[config.mk]
export PLATFORM = sky130hd
export DESIGN_NAME = streamer
export DESIGN_NICKNAME = d
export VERILOG_FILES = /design/src/stream_pkg.sv /design/src/mem_arbiter.sv /design/src/load_source.sv /design/src/store_sink.sv /design/src/streamer.sv
export VERILOG_INCLUDE_DIRS = /design/src
export SDC_FILE = /design/constraint.sdc
export NUM_CORES = 1
export LEC_CHECK = 0
export BUFFER_PORTS_ARGS = -buffer_cell sky130_fd_sc_hd__buf_2
export CAP_MARGIN = 20
export CORE_UTILIZATION = 31
export CTS_CLUSTER_SIZE = 20
export DETAILED_ROUTE_END_ITERATION = 10
export PLACE_DENSITY = 0.59
export SLEW_MARGIN = 20
export SYNTH_ARGS = -nofsm -noshare
export SYNTH_HDL_FRONTEND = slang
export SYNTH_SLANG_ARGS = --single-unit
[constraint.sdc]
create_clock -name clk_i -period 3.2 [get_ports clk_i]
set_input_delay 0.16 -clock clk_i [delete_from_list [all_inputs] [get_ports clk_i]]
set_output_delay 0.16 -clock clk_i [all_outputs]
set_load 0.005 [all_outputs]
[src/stream_consts.svh]
// Matrix streamer constants
// Word, address and length widths, load FIFO depth and cast mode codes
// shared by every block of the data streamer

`ifndef STREAM_CONSTS_SVH
`define STREAM_CONSTS_SVH

// Memory word and stream beat width
`define STREAM_DATA_W 32
// Word address width
`define STREAM_ADDR_W 12
// Transfer length in memory words
`define STREAM_LEN_W 8
// Entries in each load response FIFO
`define STREAM_FIFO_DEPTH 4

// Cast modes
`define STREAM_CAST_OFF 1'b0
`define STREAM_CAST_FP8 1'b1

`endif

[src/stream_pkg.sv]
// Matrix streamer types
// Memory word seen as FP16 or FP8 lanes, and the arbiter channel index

`default_nettype none

package stream_pkg;

  // One memory word
  // Two FP16 lanes or four FP8 (E5M2) lanes, lane 0 in the low bits
  typedef union packed {
    logic [1:0][15:0] fp16;
    logic [3:0][7:0]  fp8;
  } mem_word_u;

  // Arbiter channels
  // Loads first, the store channel last
  typedef enum logic [1:0] {
    CH_X = 2'd0,
    CH_W = 2'd1,
    CH_Y = 2'd2,
    CH_Z = 2'd3
  } chan_e;

endpackage

`default_nettype wire

[src/mem_arbiter.sv]
// Memory port arbiter
// Round-robin choice among the four streamer channels for the shared
// request/grant port, read data routed back one cycle after the grant

`timescale 1ns/1ps
`default_nettype none
`include "stream_consts.svh"

module mem_arbiter (
  input  wire                            clk_i,
  input  wire                            rst_n_i,
  // Channel side
  input  wire  [3:0]                     req_i,
  input  wire  [3:0]                     we_i,
  input  wire  [3:0][`STREAM_ADDR_W-1:0] addr_i,
  input  wire  [3:0][`STREAM_DATA_W-1:0] wdata_i,
  output logic [3:0]                     gnt_o,
  output logic [3:0]                     rvalid_o,
  output logic [`STREAM_DATA_W-1:0]      rdata_o,
  // Memory side
  output logic                           mem_req_o,
  output logic                           mem_we_o,
  output logic [`STREAM_ADDR_W-1:0]      mem_addr_o,
  output logic [`STREAM_DATA_W-1:0]      mem_wdata_o,
  input  wire                            mem_gnt_i,
  input  wire                            mem_rvalid_i,
  input  wire  [`STREAM_DATA_W-1:0]      mem_rdata_i
);

  // Last granted channel, the search starts right after it
  stream_pkg::chan_e last_q;
  // Channel of the read that got its grant last cycle
  stream_pkg::chan_e rd_idx_q;
  logic              rd_pend_q;
  stream_pkg::chan_e win;
  logic              any_req;
  logic [1:0]        cand;
  logic              fire;

  // Rotating priority search
  // offset 4 wraps back onto last_q so it ranks lowest
  always_comb begin
    win     = last_q;
    any_req = 1'b0;
    cand    = 2'd0;
    for (int i = 1; i <= 4; i++) begin
      cand = 2'(last_q) + 2'(i);
      if (!any_req && req_i[cand]) begin
        any_req = 1'b1;
        win     = stream_pkg::chan_e'(cand);
      end
    end
  end

  // Winner goes onto the memory port
  assign mem_req_o   = any_req;
  assign mem_we_o    = we_i[win];
  assign mem_addr_o  = addr_i[win];
  assign mem_wdata_o = wdata_i[win];
  assign fire        = any_req && mem_gnt_i;

  // Memory grant handed to the winner only
  always_comb begin
    gnt_o = '0;
    if (fire) gnt_o[win] = 1'b1;
  end

  always_ff @(posedge clk_i or negedge rst_n_i) begin
    if (!rst_n_i) begin
      last_q    <= stream_pkg::CH_Z;
      rd_idx_q  <= stream_pkg::CH_X;
      rd_pend_q <= 1'b0;
    end else begin
      rd_pend_q <= fire && !we_i[win];
      if (fire) begin
        last_q   <= win;
        rd_idx_q <= win;
      end
    end
  end

  // Read response steered by the registered index
  always_comb begin
    rvalid_o = '0;
    if (mem_rvalid_i && rd_pend_q) rvalid_o[rd_idx_q] = 1'b1;
  end
  assign rdata_o = mem_rdata_i;

  a_gnt_onehot0: assert property (@(posedge clk_i) disable iff (!rst_n_i)
    $onehot0(gnt_o));

  // Memory answers only granted reads, so every response finds its channel
  a_rsp_routed: assert property (@(posedge clk_i) disable iff (!rst_n_i)
    mem_rvalid_i |-> $onehot(rvalid_o));

endmodule

`default_nettype wire

[src/load_source.sv]
// Load channel
// Reads a block of consecutive words through the arbiter, buffers the
// responses and streams them out, optionally widening FP8 lanes to FP16
// Requests are credit limited so the FIFO can always take a response

`timescale 1ns/1ps
`default_nettype none
`include "stream_consts.svh"

module load_source (
  input  wire                         clk_i,
  input  wire                         rst_n_i,
  // Run control
  input  wire                         start_i,
  input  wire                         cast_i,
  input  wire  [`STREAM_ADDR_W-1:0]   base_i,
  input  wire  [`STREAM_LEN_W-1:0]    len_i,
  // Arbiter side
  output logic                        req_o,
  output logic [`STREAM_ADDR_W-1:0]   addr_o,
  input  wire                         gnt_i,
  input  wire                         rvalid_i,
  input  wire  [`STREAM_DATA_W-1:0]   rdata_i,
  // Stream to the engine
  output logic [`STREAM_DATA_W-1:0]   data_o,
  output logic                        valid_o,
  input  wire                         ready_i,
  // Status
  output logic                        busy_o,
  output logic                        done_o
);

  localparam int DEPTH = `STREAM_FIFO_DEPTH;
  localparam int PTR_W = $clog2(DEPTH);
  localparam int CNT_W = PTR_W + 1;

  // Run state
  logic                      busy_q;
  logic                      cast_q;
  logic                      done_q;
  logic [`STREAM_ADDR_W-1:0] addr_q;
  // Reads still to issue, words still to hand out
  logic [`STREAM_LEN_W-1:0]  req_left_q;
  logic [`STREAM_LEN_W-1:0]  word_left_q;
  // Granted reads whose data has not come back
  logic [CNT_W-1:0]          pend_q;

  // Response FIFO
  logic [`STREAM_DATA_W-1:0] fifo_mem [DEPTH];
  logic [PTR_W-1:0]          wr_ptr_q;
  logic [PTR_W-1:0]          rd_ptr_q;
  logic [CNT_W-1:0]          fifo_cnt_q;
  // Selects the upper FP8 pair of the head word in cast mode
  logic                      half_q;

  logic [CNT_W:0]            used;
  logic                      credit_ok;
  logic                      fire;
  logic                      push;
  logic                      pop_beat;
  logic                      pop_word;
  logic                      last_word;
  stream_pkg::mem_word_u     head;
  stream_pkg::mem_word_u     beat;

  // Credits count stored words plus reads in flight
  assign used      = {1'b0, fifo_cnt_q} + {1'b0, pend_q};
  assign credit_ok = used < (CNT_W+1)'(DEPTH);
  assign req_o     = busy_q && (req_left_q != '0) && credit_ok;
  assign addr_o    = addr_q;
  assign fire      = req_o && gnt_i;
  assign push      = rvalid_i;

  // Stream handshake
  assign valid_o   = fifo_cnt_q != '0;
  assign pop_beat  = valid_o && ready_i;
  // In cast mode a word leaves after its second beat
  assign pop_word  = pop_beat && (!cast_q || half_q);
  assign last_word = pop_word && (word_left_q == `STREAM_LEN_W'(1));

  always_ff @(posedge clk_i or negedge rst_n_i) begin
    if (!rst_n_i) begin
      busy_q      <= 1'b0;
      cast_q      <= `STREAM_CAST_OFF;
      done_q      <= 1'b0;
      addr_q      <= '0;
      req_left_q  <= '0;
      word_left_q <= '0;
      pend_q      <= '0;
      wr_ptr_q    <= '0;
      rd_ptr_q    <= '0;
      fifo_cnt_q  <= '0;
      half_q      <= 1'b0;
    end else begin
      done_q <= 1'b0;
      // New run, ignored while one is going
      if (start_i && !busy_q) begin
        busy_q      <= 1'b1;
        cast_q      <= cast_i;
        addr_q      <= base_i;
        req_left_q  <= len_i;
        word_left_q <= len_i;
        half_q      <= 1'b0;
      end
      if (fire) begin
        addr_q     <= addr_q + 1'b1;
        req_left_q <= req_left_q - 1'b1;
      end
      pend_q     <= pend_q + CNT_W'(fire) - CNT_W'(push);
      fifo_cnt_q <= fifo_cnt_q + CNT_W'(push) - CNT_W'(pop_word);
      if (push) wr_ptr_q <= wr_ptr_q + 1'b1;
      if (pop_word) begin
        rd_ptr_q    <= rd_ptr_q + 1'b1;
        word_left_q <= word_left_q - 1'b1;
      end
      if (pop_beat && cast_q) half_q <= !half_q;
      if (last_word) begin
        busy_q <= 1'b0;
        done_q <= 1'b1;
      end
    end
  end

  // FIFO storage
  always_ff @(posedge clk_i) begin
    if (push) fifo_mem[wr_ptr_q] <= rdata_i;
  end

  // Head word decode
  // FP8 byte becomes the upper byte of an FP16 lane, low pair first
  assign head = fifo_mem[rd_ptr_q];
  always_comb begin
    beat = head;
    if (cast_q) begin
      beat.fp16[0] = {head.fp8[{half_q, 1'b0}], 8'h00};
      beat.fp16[1] = {head.fp8[{half_q, 1'b1}], 8'h00};
    end
  end

  assign data_o = beat;
  assign busy_o = busy_q;
  assign done_o = done_q;

  // Arbiter routing and credits together keep the FIFO from overflowing
  a_no_push_full: assert property (@(posedge clk_i) disable iff (!rst_n_i)
    push |-> (fifo_cnt_q < CNT_W'(DEPTH)));

endmodule

`default_nettype wire

[src/store_sink.sv]
// Store channel
// Collects result beats from the engine into memory words, narrowing
// FP16 lanes to FP8 when cast is on, and writes them to consecutive
// addresses through the arbiter

`timescale 1ns/1ps
`default_nettype none
`include "stream_consts.svh"

module store_sink (
  input  wire                         clk_i,
  input  wire                         rst_n_i,
  // Run control
  input  wire                         start_i,
  input  wire                         cast_i,
  input  wire  [`STREAM_ADDR_W-1:0]   base_i,
  input  wire  [`STREAM_LEN_W-1:0]    len_i,
  // Arbiter side
  output logic                        req_o,
  output logic                        we_o,
  output logic [`STREAM_ADDR_W-1:0]   addr_o,
  output logic [`STREAM_DATA_W-1:0]   wdata_o,
  input  wire                         gnt_i,
  // Stream from the engine
  input  wire  [`STREAM_DATA_W-1:0]   data_i,
  input  wire                         valid_i,
  output logic                        ready_o,
  // Status
  output logic                        busy_o,
  output logic                        done_o
);

  logic                      busy_q;
  logic                      cast_q;
  logic                      done_q;
  logic [`STREAM_ADDR_W-1:0] addr_q;
  // Words not yet granted
  logic [`STREAM_LEN_W-1:0]  word_left_q;
  // Low FP8 pair already filled
  logic                      half_q;
  // Complete word waiting for its grant
  logic                      full_q;
  stream_pkg::mem_word_u     pack_q;
  stream_pkg::mem_word_u     in_w;
  logic                      take;
  logic                      fire;

  assign in_w    = data_i;
  // Engine stalls while a word waits on memory
  assign ready_o = busy_q && !full_q;
  assign take    = valid_i && ready_o;
  assign fire    = full_q && gnt_i;

  always_ff @(posedge clk_i or negedge rst_n_i) begin
    if (!rst_n_i) begin
      busy_q      <= 1'b0;
      cast_q      <= `STREAM_CAST_OFF;
      done_q      <= 1'b0;
      addr_q      <= '0;
      word_left_q <= '0;
      half_q      <= 1'b0;
      full_q      <= 1'b0;
    end else begin
      done_q <= 1'b0;
      if (start_i && !busy_q) begin
        busy_q      <= 1'b1;
        cast_q      <= cast_i;
        addr_q      <= base_i;
        word_left_q <= len_i;
        half_q      <= 1'b0;
      end
      // Word complete after one beat, or two in cast mode
      if (take) begin
        half_q <= cast_q && !half_q;
        if (!cast_q || half_q) full_q <= 1'b1;
      end
      if (fire) begin
        full_q      <= 1'b0;
        addr_q      <= addr_q + 1'b1;
        word_left_q <= word_left_q - 1'b1;
        if (word_left_q == `STREAM_LEN_W'(1)) begin
          busy_q <= 1'b0;
          done_q <= 1'b1;
        end
      end
    end
  end

  // Word assembly
  // FP16 truncated to its upper byte, first beat into the low lanes
  always_ff @(posedge clk_i) begin
    if (take) begin
      if (!cast_q) begin
        pack_q <= in_w;
      end else if (!half_q) begin
        pack_q.fp8[0] <= in_w.fp16[0][15:8];
        pack_q.fp8[1] <= in_w.fp16[1][15:8];
      end else begin
        pack_q.fp8[2] <= in_w.fp16[0][15:8];
        pack_q.fp8[3] <= in_w.fp16[1][15:8];
      end
    end
  end

  assign req_o   = full_q;
  assign we_o    = 1'b1;
  assign addr_o  = addr_q;
  assign wdata_o = pack_q;
  assign busy_o  = busy_q;
  assign done_o  = done_q;

  // Request held with the same word until the arbiter grants it
  a_wdata_stable: assert property (@(posedge clk_i) disable iff (!rst_n_i)
    req_o && !gnt_i |=> req_o && $stable(wdata_o));

endmodule

`default_nettype wire

[src/streamer.sv]
// Matrix streamer top level
// Three load channels (X, W, Y) and one store channel (Z) sharing one
// memory port through a round-robin arbiter

`timescale 1ns/1ps
`default_nettype none
`include "stream_consts.svh"

module streamer (
  input  wire                        clk_i,
  input  wire                        rst_n_i,
  // Run control
  input  wire                        start_i,
  input  wire                        cast_i,
  input  wire  [`STREAM_ADDR_W-1:0]  x_base_i,
  input  wire  [`STREAM_ADDR_W-1:0]  w_base_i,
  input  wire  [`STREAM_ADDR_W-1:0]  y_base_i,
  input  wire  [`STREAM_ADDR_W-1:0]  z_base_i,
  input  wire  [`STREAM_LEN_W-1:0]   x_len_i,
  input  wire  [`STREAM_LEN_W-1:0]   w_len_i,
  input  wire  [`STREAM_LEN_W-1:0]   y_len_i,
  input  wire  [`STREAM_LEN_W-1:0]   z_len_i,
  output logic                       busy_o,
  output logic                       x_done_o,
  output logic                       w_done_o,
  output logic                       y_done_o,
  output logic                       z_done_o,
  // Engine streams
  output logic [`STREAM_DATA_W-1:0]  x_data_o,
  output logic                       x_valid_o,
  input  wire                        x_ready_i,
  output logic [`STREAM_DATA_W-1:0]  w_data_o,
  output logic                       w_valid_o,
  input  wire                        w_ready_i,
  output logic [`STREAM_DATA_W-1:0]  y_data_o,
  output logic                       y_valid_o,
  input  wire                        y_ready_i,
  input  wire  [`STREAM_DATA_W-1:0]  z_data_i,
  input  wire                        z_valid_i,
  output logic                       z_ready_o,
  // Memory port
  output logic                       mem_req_o,
  output logic                       mem_we_o,
  output logic [`STREAM_ADDR_W-1:0]  mem_addr_o,
  output logic [`STREAM_DATA_W-1:0]  mem_wdata_o,
  input  wire                        mem_gnt_i,
  input  wire                        mem_rvalid_i,
  input  wire  [`STREAM_DATA_W-1:0]  mem_rdata_i
);

  // Per-channel request groups indexed by stream_pkg::chan_e
  logic [3:0]                     ch_req;
  logic [3:0]                     ch_we;
  logic [3:0][`STREAM_ADDR_W-1:0] ch_addr;
  logic [3:0][`STREAM_DATA_W-1:0] ch_wdata;
  logic [3:0]                     ch_gnt;
  logic [3:0]                     ch_rvalid;
  logic [`STREAM_DATA_W-1:0]      rdata;
  logic                           x_busy;
  logic                           w_busy;
  logic                           y_busy;
  logic                           z_busy;
  logic                           start_go;

  // Whole-run busy
  // A start while any channel works is dropped
  assign busy_o   = x_busy | w_busy | y_busy | z_busy;
  assign start_go = start_i && !busy_o;

  // Load channels never write
  assign ch_we[stream_pkg::CH_X]    = 1'b0;
  assign ch_we[stream_pkg::CH_W]    = 1'b0;
  assign ch_we[stream_pkg::CH_Y]    = 1'b0;
  assign ch_wdata[stream_pkg::CH_X] = '0;
  assign ch_wdata[stream_pkg::CH_W] = '0;
  assign ch_wdata[stream_pkg::CH_Y] = '0;

  load_source u_x_src (
    .clk_i(clk_i), .rst_n_i(rst_n_i), .start_i(start_go), .cast_i(cast_i),
    .base_i(x_base_i), .len_i(x_len_i),
    .req_o(ch_req[stream_pkg::CH_X]), .addr_o(ch_addr[stream_pkg::CH_X]),
    .gnt_i(ch_gnt[stream_pkg::CH_X]), .rvalid_i(ch_rvalid[stream_pkg::CH_X]),
    .rdata_i(rdata), .data_o(x_data_o), .valid_o(x_valid_o), .ready_i(x_ready_i),
    .busy_o(x_busy), .done_o(x_done_o)
  );

  load_source u_w_src (
    .clk_i(clk_i), .rst_n_i(rst_n_i), .start_i(start_go), .cast_i(cast_i),
    .base_i(w_base_i), .len_i(w_len_i),
    .req_o(ch_req[stream_pkg::CH_W]), .addr_o(ch_addr[stream_pkg::CH_W]),
    .gnt_i(ch_gnt[stream_pkg::CH_W]), .rvalid_i(ch_rvalid[stream_pkg::CH_W]),
    .rdata_i(rdata), .data_o(w_data_o), .valid_o(w_valid_o), .ready_i(w_ready_i),
    .busy_o(w_busy), .done_o(w_done_o)
  );

  load_source u_y_src (
    .clk_i(clk_i), .rst_n_i(rst_n_i), .start_i(start_go), .cast_i(cast_i),
    .base_i(y_base_i), .len_i(y_len_i),
    .req_o(ch_req[stream_pkg::CH_Y]), .addr_o(ch_addr[stream_pkg::CH_Y]),
    .gnt_i(ch_gnt[stream_pkg::CH_Y]), .rvalid_i(ch_rvalid[stream_pkg::CH_Y]),
    .rdata_i(rdata), .data_o(y_data_o), .valid_o(y_valid_o), .ready_i(y_ready_i),
    .busy_o(y_busy), .done_o(y_done_o)
  );

  store_sink u_z_sink (
    .clk_i(clk_i), .rst_n_i(rst_n_i), .start_i(start_go), .cast_i(cast_i),
    .base_i(z_base_i), .len_i(z_len_i),
    .req_o(ch_req[stream_pkg::CH_Z]), .we_o(ch_we[stream_pkg::CH_Z]),
    .addr_o(ch_addr[stream_pkg::CH_Z]), .wdata_o(ch_wdata[stream_pkg::CH_Z]),
    .gnt_i(ch_gnt[stream_pkg::CH_Z]), .data_i(z_data_i), .valid_i(z_valid_i),
    .ready_o(z_ready_o), .busy_o(z_busy), .done_o(z_done_o)
  );

  mem_arbiter u_arb (
    .clk_i(clk_i), .rst_n_i(rst_n_i),
    .req_i(ch_req), .we_i(ch_we), .addr_i(ch_addr), .wdata_i(ch_wdata),
    .gnt_o(ch_gnt), .rvalid_o(ch_rvalid), .rdata_o(rdata),
    .mem_req_o(mem_req_o), .mem_we_o(mem_we_o), .mem_addr_o(mem_addr_o),
    .mem_wdata_o(mem_wdata_o), .mem_gnt_i(mem_gnt_i),
    .mem_rvalid_i(mem_rvalid_i), .mem_rdata_i(mem_rdata_i)
  );

endmodule

`default_nettype wire

### Word-level counts from Yosys, hierarchy flattened

Memory sizes are Yosys's and may differ from the RTL's.
Index checks and enable logic that the tools add are counted.

* $add $sub $neg: 35
* $lt $le $gt $ge: 17
* eq/ne operators: 6
* multiplexer cells: 96
* bitwise gates (word level): 3
* reduce and logical (&&, ||, !) cells: 85

Operators with widths (count)
* 8-bit 2-to-1 mux: 23
* 32-bit 2-to-1 mux: 5
* 12-bit 2-to-1 mux: 9
* 32-bit binary-select mux with 2-bit select: 1
* 8-bit by 1-bit subtractor with 8-bit output (second input constant): 7
* 12-bit by 1-bit adder with 12-bit output (second input constant): 4
* 1-bit 2-to-1 mux: 42
* 1-bit logical AND: 38
* 2-bit by 3-bit less-than comparator with 1-bit output (second input constant): 12
* 8-bit by 1-bit equality test with 1-bit output (second input constant): 4
* 16-bit 2-to-1 mux: 2
* 2-bit nonzero test: 16
* 12-bit binary-select mux with 2-bit select: 1
* 8-bit nonzero test: 3
* 3-bit by 1-bit adder with 3-bit output: 6
* 1-bit logical NOT: 18
* 3-bit by 1-bit subtractor with 3-bit output: 6
* 2-bit by 1-bit adder with 2-bit output (second input constant): 7
* 3-bit by 3-bit adder with 4-bit output: 3
* 4-bit by 3-bit less-than comparator with 1-bit output (second input constant): 3
* 1-bit binary-select mux with 2-bit select: 5
* 3-bit nonzero test: 3
* 2-bit 2-to-1 mux: 4
* 2-bit AND reduction: 3
* other kinds (8): 17

* register bits after elaboration: 188
* bits in writable memories: 384
* bits of input ports: 154
* output and inout bits: 151
* word-level logic and storage cells: 290
* memories: 3

Memories
* u_w_src.fifo_mem: words 4, width 32, rd ports 1, clocked after Yosys merged registers in 0, wr ports 1, line load_source.sv:49 `` logic [`STREAM_DATA_W-1:0] fifo_mem [DEPTH]; ``
* u_x_src.fifo_mem: words 4, width 32, rd ports 1, clocked after Yosys merged registers in 0, wr ports 1, line load_source.sv:49
* u_y_src.fifo_mem: words 4, width 32, rd ports 1, clocked after Yosys merged registers in 0, wr ports 1, line load_source.sv:49

### Depth between registers and ports, before layout

Gate-level depths: netlist of run 1.

* word-level depth: 23
* mapped depth: 15
* depth with buffers taken out: 13

### Modules after synthesis

Synthesis of run 1 repeated with hierarchy kept, for this count alone.

* cell total of the unflattened synthesis: 1958
* area total of the unflattened synthesis: 27213.6 um2

By module, submodules not included
* load_source: times used 3, cells each 498, area an instance 7459.7 um2, sequential area each 4894.7 um2
* store_sink: times used 1, cells each 232, area an instance 2630.0 um2, sequential area each 1586.5 um2
* mem_arbiter: times used 1, cells each 228, area an instance 2179.6 um2, sequential area each 127.6 um2
* streamer: times used 1, cells each 4, area an instance 25.0 um2, sequential area each 0.0 um2

### Worst setup path before layout of run 1

OpenSTA, ideal clock, no wires.

* path type: register to register
* from: register u_w_src.fifo_cnt_q[2]
* to: register u_x_src.pend_q[1]
* library setup time: 0.064 ns
* arrival: 2.968 ns
* data required time: 3.136 ns
* slack: 0.168 ns
* stages on the path, launching flop included: 13
* buffers on the path: 1
* period minus slack after synthesis: 3.032 ns
* path through: dfrtp_1 -> ha_1 -> nor4b_1 -> nand2_1 -> or4_1 -> and3_1 -> nand3_4 -> inv_2 -> buf_4 -> ha_1 -> inv_1 -> fa_1 -> inv_1

* cells in the longest elaborated chain, start to end: 23
* elaborated cells between the ends (all ways): 35
* those cells by class: add/sub: 3; order compare: 3; mux: 19; reduce/logical: 10

Ends and longest elaborated chain
* from (decl): line load_source.sv:52 `logic [CNT_W-1:0] fifo_cnt_q;`
* from (signal assigned): line load_source.sv:110 `fifo_cnt_q <= fifo_cnt_q + CNT_W'(push) - CNT_W'(pop_word);`
* 3-bit by 3-bit adder with 4-bit output (*): line load_source.sv:67 `assign used = {1'b0, fifo_cnt_q} + {1'b0, pend_q};`
* 4-bit by 3-bit less-than comparator with 1-bit output (*): line load_source.sv:68 `assign credit_ok = used < (CNT_W+1)'(DEPTH);`
* 1-bit logical AND (*): line load_source.sv:69 `assign req_o = busy_q && (req_left_q != '0) && credit_ok;`
* 1-bit binary-select mux with 2-bit select: line mem_arbiter.sv:48 `if (!any_req && req_i[cand]) begin`
* 1-bit 2-to-1 mux (implied by the code): line mem_arbiter.sv:48
* 1-bit 2-to-1 mux: line mem_arbiter.sv:48
* 1-bit logical NOT: line mem_arbiter.sv:48
* 1-bit logical AND: line mem_arbiter.sv:48
* [... 7 more ...]
* 2-bit by 3-bit less-than comparator with 1-bit output (implied by the code) or 2-bit by 1-bit greater-or-equal comparator with 1-bit output (tied branches): line mem_arbiter.sv:65 `if (fire) gnt_o[win] = 1'b1;`
* 1-bit logical AND (implied by the code): line mem_arbiter.sv:65
* 1-bit 2-to-1 mux (implied by the code): line mem_arbiter.sv:65
* 1-bit demux with 2-bit select
* 4-bit 2-to-1 mux (*): line mem_arbiter.sv:65
* 1-bit logical AND (*): line load_source.sv:71 `assign fire = req_o && gnt_i;`
* 3-bit by 1-bit adder with 3-bit output (*): line load_source.sv:109 `pend_q <= pend_q + CNT_W'(fire) - CNT_W'(push);`
* 3-bit by 1-bit subtractor with 3-bit output (*): line load_source.sv:109
* to (signal assigned): line load_source.sv:109
* to (decl): line load_source.sv:46 `logic [CNT_W-1:0] pend_q;`

Mark *: on every way between the ends. The rest lies on a longest branch, timed or not. The select of a mux whose other input is x is not followed.
A chain may end at the register's enable or synchronous reset.

### Final worst setup path of run 1

* from: register u_x_src.req_left_q[1]
* to: output port mem_addr_o[8]

* cells in the longest elaborated chain, start to end: 17
* elaborated cells between the ends (all ways): 26
* those cells by class: mux: 17; reduce/logical: 9

Ends and longest elaborated chain
* from (decl): line load_source.sv:43 `` logic [`STREAM_LEN_W-1:0] req_left_q; ``
* from (signal assigned): line load_source.sv:101 `req_left_q <= len_i;`
* from (signal assigned): line load_source.sv:107 `req_left_q <= req_left_q - 1'b1;`
* 8-bit nonzero test (*): line load_source.sv:69
* 1-bit logical AND (*) (2 in series): line load_source.sv:69
* 1-bit binary-select mux with 2-bit select: line mem_arbiter.sv:48
* 1-bit 2-to-1 mux (implied by the code): line mem_arbiter.sv:48
* 1-bit 2-to-1 mux: line mem_arbiter.sv:48
* 1-bit logical NOT: line mem_arbiter.sv:48
* 1-bit logical AND: line mem_arbiter.sv:48
* 1-bit 2-to-1 mux: line mem_arbiter.sv:48
* 1-bit logical NOT: line mem_arbiter.sv:48
* 1-bit logical AND: line mem_arbiter.sv:48
* 1-bit 2-to-1 mux: line mem_arbiter.sv:48
* 1-bit logical NOT: line mem_arbiter.sv:48
* 1-bit logical AND: line mem_arbiter.sv:48
* 2-bit 2-to-1 mux (*): line mem_arbiter.sv:48
* 12-bit binary-select mux with 2-bit select (*): line mem_arbiter.sv:58 `assign mem_addr_o = addr_i[win];`
* 12-bit 2-to-1 mux (implied by the code) (*): line mem_arbiter.sv:58
* to (decl): line streamer.sv:44 `` output logic [`STREAM_ADDR_W-1:0] mem_addr_o, ``

Marks and branches as above.

==> results.ini, run 1 <==
[status]
status = complete, but fails checks
violations_in_the_final_reports = setup timing

[final_layout]
multi_input_gate_area_sq_um = 9180
regArea_sq_um = 16400
post-route-cell-area_sq_um = 33200
drive_gt1_share_pct = 29.4
stdcell_count = 3511
final_core_utilization_pct = 40.2
final_net_count = 2599
flow.area_growth_from_synthesis_pct = 27.4
n_fill_cell = 7605
layout.cells.most_common_list = sky130_fd_sc_hd__edfxtp_1 (416), sky130_fd_sc_hd__buf_2 (303), sky130_fd_sc_hd__dlygate4sd3_1 (152), sky130_fd_sc_hd__dfrtp_1 (146), sky130_fd_sc_hd__nand2_1 (119)
final_common_cell = sky130_fd_sc_hd__edfxtp_1

[setup_path]
crit_arrival_ns = 3.09
cp.required_ns = 3.04
setup.worst_path.end = mem_addr_o[8]
cp_common_cell = sky130_fd_sc_hd__mux2i_2
largest_fanout_on_the_critical_path = 6
critical_path.reg2reg.endpoint = u_z_sink.word_left_q[3]
timing.critical_path.slowest_stage_cell = sky130_fd_sc_hd__dfrtp_1
worst_setup_slack_for_register_to_register_paths_ns = 0.12
crit_path_start_kind = flop
timing.reg2reg.worst_path_depth = 11
setup_crit_start = u_x_src.req_left_q[1]
worst_path_class_setup = reg -> out
worstReg2RegStart = u_y_src.req_left_q[0]
path_cells = inv_2 -> ha_4 -> nor3b_4 -> and3_4 -> o22ai_4 -> a21o_1 -> a211oi_4 -> buf_6 -> buf_12 -> mux2i_2 -> mux2i_2 -> buf_2
critical_path.endpoint_type = output port
worst_path_largest_cell_delay_ns = 0.40

[placed_design]
placedCellCount = 3209
worst_setup_slack_post_dpl_ns = 0.150
gp_congestion = 0.878
dp_hpwl_mm = 50.8
buffer_ports.inserted = 304
placement.cell_area_sq_um = 29100

[power]
total_leakage_power_nw = 12.7
max-vdd-ir-drop_mv = 0.535
cellPowerDensity_nw_per_um2 = 895
power_mw = 29.7

[clocking]
worstSkewPairLatency_ns = 0.69
cts_num_sinks = 572
tritoncts_clock_tree = built
clockBufferDepth = 3
path_clk_slew_ns = 0.06
htree_num_levels = 2
numCtsBuffers = 60
cts-root-buf = sky130_fd_sc_hd__clkbuf_16

[synth]
synth-seq-cells = 572
seq_area_frac_synth_pct = 63.0
synth.distinct_cells = 84
syn-cell-area_sq_um = 26000
mappedNetlistNets = 2072
synth_top_cells_by_area = sky130_fd_sc_hd__edfxtp_1 (48%), sky130_fd_sc_hd__dfrtp_1 (15%), sky130_fd_sc_hd__mux4_2 (8.3%)
yosysWarningCount = 0
asyncSetResetFlopFracSynth_pct = 27.3
post-synth-top-area-fraction_pct = 48.0
synth.largest_area_cell = sky130_fd_sc_hd__edfxtp_1
synth_top_flop_cell = sky130_fd_sc_hd__edfxtp_1
post_syn_area_per_cell_sq_um = 14.0
synthesis.instances = 1867
post_synth_edffs = 416

[global_routing]
globalRouteOverflowTotal = 0
grt_pass1_wl_mm = 114
combined_global_route_utilization_of_all_metal_layers_pct = 17.6
grt_start_max_net_pins = 68
grt_pass1_vias = 18500
grt_antenna_before_repair = 6

[sta]
rsz_0062_raised_after_global_routing = true
final_min_period_over_clock_period_pct = 102
final_critical_path_setup_slack_ns = -0.0510
setup_violations = 11
worst_slew_margin_rel_pct = 44.0
timing.hold.ws_ns = 0.0724
tightestPinTransition_ns = 0.840
layout_min_cycle_time_ns = 3.25
slew_viol_final = 0
report.final.hold_viol_count = 0
finalClockSkew_ns = 0.0799
clock.fmax_ghz = 0.308
setup_tns_ns = -0.343

[routing]
routed-via-count = 18000
detail_route.first_pass.iterations = 7
drc_errors = 0
drt-initial-drc-count = 1342
wl_per_cell_um = 21.8
post_drt_via_cell_ratio = 5.14
ant_nets = 0
route.final.wire_length_mm = 76.5

[floorplan]
chipWidth_um = 292
ioPinCount = 305
die-height_um = 292
initial_core_util_pct = 31.5
die_area_sq_um = 85200
floorplan.core_area_sq_um = 82600
fp-row-count = 105

[min_path]
hold_path.class = in -> reg

[flow_run]
cap_violations = 0

power by group:
group          internal, mW  total [mW]  switching (mW)
Clock                  3.76        6.71            2.95
Combinational          6.10        12.7            6.63
Sequential             9.06        10.3            1.20
Total                  18.9        29.7            10.8
critical path, delay by kind of cell, from the launching register on:
kind	cells	cell delay, ns
buf+inv	4	0.59
compound gates	3	0.53
fa+ha+maj	1	0.14
simple gates	2	0.45
flops	1	0.40
mux	2	0.35
registers in the layout, indices dropped and copies added, names as in the netlist, 3 cells and up:
register / flops
u_w_src.addr_o: 12
u_w_src.fifo_cnt_q: 3
u_w_src.fifo_mem: 128
u_w_src.pend_q: 3
u_w_src.req_left_q: 8
u_w_src.word_left_q: 8
u_x_src.addr_o: 12
u_x_src.fifo_cnt_q: 3
u_x_src.fifo_mem: 128
u_x_src.pend_q: 3
u_x_src.req_left_q: 8
u_x_src.word_left_q: 8
u_y_src.addr_o: 12
u_y_src.fifo_cnt_q: 3
u_y_src.fifo_mem: 128
u_y_src.pend_q: 3
u_y_src.req_left_q: 8
u_y_src.word_left_q: 8
u_z_sink.addr_o: 12
u_z_sink.wdata_o: 32
u_z_sink.word_left_q: 8
repair_timing:
action | in CTS | in global routing
hold buffers | 152 | 0
gates resized for setup | 55 | 18
setup endpoints to repair | 45 | 45
endpoints found under the hold margin | 580 | 0
buffers inserted | 23 | 8
cloned | 7 | 4
pin swaps | 14 | 12
layer usage:
layer  global-route usage, %  part of all wire, %
met2                    30.2                   50
met5                       0                    0
met3                    3.74                  6.9
met4                    4.96                  2.4
met1                    22.3                   41
final cells by class:
class / count / area share, %
inverter: 95 / 1.07
timing repair buffer: 560 / 12.1
clock buffer: 77 / 4.81
sequential: 572 / 49.4
clock inverter: 28 / 0.882
tap: 1070 / 4.03
antenna: 4 / 0.0302
multi-input combinational: 1105 / 27.6
how the worst min path moves through the flow:
| stage | endpoint | cells past startpoint | from | slack, ns |
|---|---|---|---|---|
| floorplan | u_arb.rd_idx_q[0] | 0 | rst_n_i | -0.14 |
| global placement | u_x_src.addr_o[2] | 1 | rst_n_i | 0.19 |
| detailed placement | u_x_src.addr_o[2] | 1 | rst_n_i | 0.19 |
| CTS | u_w_src.word_left_q[1] | 4 | start_i | 0.04 |
| global route | u_y_src.wr_ptr_q[0] | 5 | mem_rvalid_i | 0.08 |
| finish | u_arb.rd_pend_q | 3 | mem_gnt_i | 0.07 |
cell families (layout without fill, tap and decap cells):
group / after synthesis / after routing / synth area share, %
buffers and inverters: 195 / 760 / 3.03
AND/OR/NAND/NOR: 528 / 533 / 10.3
flip-flops: 572 / 572 / 63.0
adder cells (fa/ha/maj): 51 / 51 / 2.62
other: 0 / 4 / 0
multiplexers: 208 / 208 / 12.8
AO/OA/AOI/OAI: 292 / 292 / 7.59
XOR/XNOR: 21 / 21 / 0.706
synthesized netlist by cell type, types with 13 or more instances:
library cell / number
sky130_fd_sc_hd__nand3_1: 46
sky130_fd_sc_hd__nor3_1: 30
sky130_fd_sc_hd__o21ai_0: 68
sky130_fd_sc_hd__inv_1: 92
sky130_fd_sc_hd__and3_1: 24
sky130_fd_sc_hd__mux4_2: 96
sky130_fd_sc_hd__nor2b_1: 52
sky130_fd_sc_hd__a211oi_1: 25
sky130_fd_sc_hd__nor2_1: 116
sky130_fd_sc_hd__xnor2_1: 19
sky130_fd_sc_hd__buf_2: 16
sky130_fd_sc_hd__a21oi_1: 80
sky130_fd_sc_hd__nor4_1: 19
sky130_fd_sc_hd__edfxtp_1: 416
sky130_fd_sc_hd__clkbuf_1: 59
sky130_fd_sc_hd__mux2i_1: 73
sky130_fd_sc_hd__buf_1: 18
sky130_fd_sc_hd__and2_1: 58
sky130_fd_sc_hd__or3_1: 13
sky130_fd_sc_hd__nand2_1: 124
sky130_fd_sc_hd__ha_1: 45
sky130_fd_sc_hd__mux2_2: 39
sky130_fd_sc_hd__dfrtp_1: 154
(Power assumes the default switching activity.)
==> run 2: changes to the inputs <==
CORE_MARGIN = 8   (was default)
CTS_BUF_LIST = sky130_fd_sc_hd__clkbuf_2 sky130_fd_sc_hd__clkbuf_4 sky130_fd_sc_hd__clkbuf_8   (was default)
==> run 2 against run 1 <==
The run still ends with setup timing left. Clock-buffer cell count rose by 68. Fmax shrank 2.9%. Via count is 0.89% higher. Register-to-register slack about the same. Final cell count increased by 2.1%. Hold slack lost 0.00092 ns. Setup slack got worse by 0.096 ns. Global-route usage shrank 1.3 points. Clock skew fell by 0.031 ns. Critical path type unchanged.
==> results.ini, run 2 (synthesis results as in run 1) <==
[status]
status = complete, but fails checks
violations_in_the_final_reports = setup timing

[sta]
worst_slew_margin_rel_pct = 40.5  ; -3.5 points
final_min_period_over_clock_period_pct = 105  ; +3.0 points
finalClockSkew_ns = 0.0492  ; -0.0306 ns
tightestPinTransition_ns = 0.892  ; +0.0523 ns
setup_violations = 20  ; +9
slew_viol_final = 0  ; unchanged
final_critical_path_setup_slack_ns = -0.147  ; -0.0962 ns
rsz_0062_raised_after_global_routing = true
timing.hold.ws_ns = 0.0715  ; -0.000916 ns
clock.fmax_ghz = 0.299  ; -2.9%
layout_min_cycle_time_ns = 3.35  ; +0.0962 ns
report.final.hold_viol_count = 0  ; unchanged

[power]
cellPowerDensity_nw_per_um2 = 892  ; -0.35%
max-vdd-ir-drop_mv = 0.547  ; +2.3%
total_leakage_power_nw = 12.8  ; +1.2%
power_mw = 29.7  ; about the same

[routing]
route.final.wire_length_mm = 78.9  ; +3.1%
routed-via-count = 18200  ; +0.89%
drc_errors = 0  ; unchanged
post_drt_via_cell_ratio = 5.08  ; -1.2%
wl_per_cell_um = 22.0  ; +0.98%
drt-initial-drc-count = 1425  ; +6.2%
detail_route.first_pass.iterations = 6  ; -1
ant_nets = 0  ; unchanged

[setup_path]
worstReg2RegStart = u_x_src.req_left_q[1]
timing.critical_path.slowest_stage_cell = sky130_fd_sc_hd__dfrtp_1
critical_path.endpoint_type = output port
crit_arrival_ns = 3.19  ; +0.10 ns
path_cells = inv_2 -> ha_4 -> nor3b_4 -> and3_4 -> o22ai_2 -> a21o_1 -> a211oi_4 -> buf_6 -> clkbuf_16 -> mux2i_2 -> mux2i_1 -> buf_2
critical_path.reg2reg.endpoint = u_z_sink.addr_o[5]
largest_fanout_on_the_critical_path = 5  ; -1
worst-path-buf-inv = 4  ; unchanged
timing.critical_path.depth = 12  ; unchanged
worst_path_largest_cell_delay_ns = 0.40  ; about the same
crit_family = compound AO/OA/AOI/OAI gates
worst_path_class_setup = reg -> out
cp.required_ns = 3.04  ; about the same
timing.reg2reg.worst_path_depth = 11  ; unchanged
worst_setup_slack_for_register_to_register_paths_ns = 0.13  ; about the same
crit_path_start_kind = flop

[final_layout]
antenna-diode-count = 0  ; -4
final_net_count = 2633  ; +1.3%
multi_input_gate_area_sq_um = 9190  ; about the same
regArea_sq_um = 16400  ; about the same
flow.area_growth_from_synthesis_pct = 27.8
final_common_cell = sky130_fd_sc_hd__edfxtp_1
layout.cells.most_common_list = sky130_fd_sc_hd__edfxtp_1 (416), sky130_fd_sc_hd__buf_2 (303), sky130_fd_sc_hd__dlygate4sd3_1 (153), sky130_fd_sc_hd__dfrtp_1 (149), sky130_fd_sc_hd__nand2_1 (121)
reg.largest.list = u_w_src.fifo_mem x128, u_x_src.fifo_mem x128, u_y_src.fifo_mem x128
final_core_utilization_pct = 39.9  ; -0.25 points
n_fill_cell = 7706  ; +1.3%
drive_gt1_share_pct = 31.5  ; +2.0 points

[clocking]
clockBufferDepth = 3  ; unchanged
tritoncts_clock_tree = built
cts_num_sinks = 572  ; unchanged
cts-root-buf = sky130_fd_sc_hd__clkbuf_8
path_clk_slew_ns = 0.06  ; about the same
worstSkewPairLatency_ns = 0.72  ; +0.03 ns
htree_num_levels = 3  ; +1
numCtsBuffers = 95  ; +58%

[floorplan]
die_area_sq_um = 93600  ; +9.8%
chipWidth_um = 306  ; +4.8%
floorplan.core_area_sq_um = 83400  ; +0.95%
initial_core_util_pct = 31.2  ; -0.30 points
fp-row-count = 106  ; +0.95%
die-height_um = 306  ; +4.8%
ioPinCount = 305  ; unchanged

[min_path]
hold_path.class = in -> async

[placed_design]
dp_hpwl_mm = 52.8  ; +3.9%
buffer_ports.inserted = 304  ; unchanged
gp_congestion = 0.872  ; -0.66%

[flow_run]
cap_violations = 0  ; unchanged

[global_routing]
grt_antenna_before_repair = 1  ; -5
globalRouteOverflowTotal = 0  ; unchanged
grt_pass1_vias = 19300  ; +4.0%
combined_global_route_utilization_of_all_metal_layers_pct = 16.3  ; -1.3 points
grt_start_max_net_pins = 71  ; +4.4%
grt_pass1_wl_mm = 119  ; +4.3%

## run 2: cell count changes in the layout (fill, tap and decap cells not counted), sizes merged
| cell | before | now |
|---|---|---|
| bufinv | 3 | 2 |
| clkbuf | 78 | 147 |
| clkinv | 25 | 21 |
| diode | 4 | 0 |
| dlygate4sd3 | 152 | 153 |
| inv | 94 | 99 |
| or2 | 10 | 7 |
## run 2: area by class of cell
class,instances,area share (%)
clock buffers,145,5.18
clock inverters,28,0.725
inverters,95,1.07
multi-input cells,1102,27.6
flip-flops and latches,572,49.3
well taps,1080,4.06
repair buffers,562,12.1
## run 2: layer usage
metal,vias to the layer above,routed length (um),track usage (%)
met5,-,0,0
met4,0,2010,4.13
met3,144,5560,3.92
met2,716,39400,28.1
met1,9160,31900,20.6
li1,8177,-,-
## run 2: worst max-delay path by stage
stage	endpoint	slack (ns)	from
after floorplan	u_x_src.pend_q[1]	0.17	u_w_src.fifo_cnt_q[2]
after global placement	u_x_src.req_left_q[6]	0.13	u_w_src.fifo_cnt_q[2]
after detailed placement	u_x_src.req_left_q[6]	0.14	u_w_src.fifo_cnt_q[2]
after CTS	mem_addr_o[2]	-0.13	u_x_src.req_left_q[1]
after global routing	mem_addr_o[0]	-0.29	u_x_src.req_left_q[1]
final	mem_addr_o[1]	-0.15	u_x_src.req_left_q[1]
## run 2: what timing repair did
| item | CTS | global route |
|---|---|---|
| endpoints found under the setup margin | 45 | 45 |
| gates resized for setup | 45 | 24 |
| setup buffers | 13 | 16 |
| gates cloned | 3 | 4 |
| endpoints found under the hold margin | 614 | 0 |
| hold buffers | 153 | 0 |
| pin swaps | 18 | 5 |
## run 2: metrics by stage
step	cell area, sq um	setup TNS, ns	std cells	worst slack (ns)
2_1_floorplan	26000	0	1867	0.168
3_3_place_gp	29100	0	3222	0.130
6_report	33300	-1.58	3584	-0.147
3_5_place_dp	29100	0	3222	0.136
5_1_grt	33300	-8.00	3584	-0.294
4_1_cts	33000	-2.68	3564	-0.130
## run 2: where the power goes
group          total [mW]  switching [mW]  internal, mW
logic                12.7            6.63          6.11
registers            10.2            1.19          9.06
clock network        6.71            3.06          3.65
total                29.7            10.9          18.8
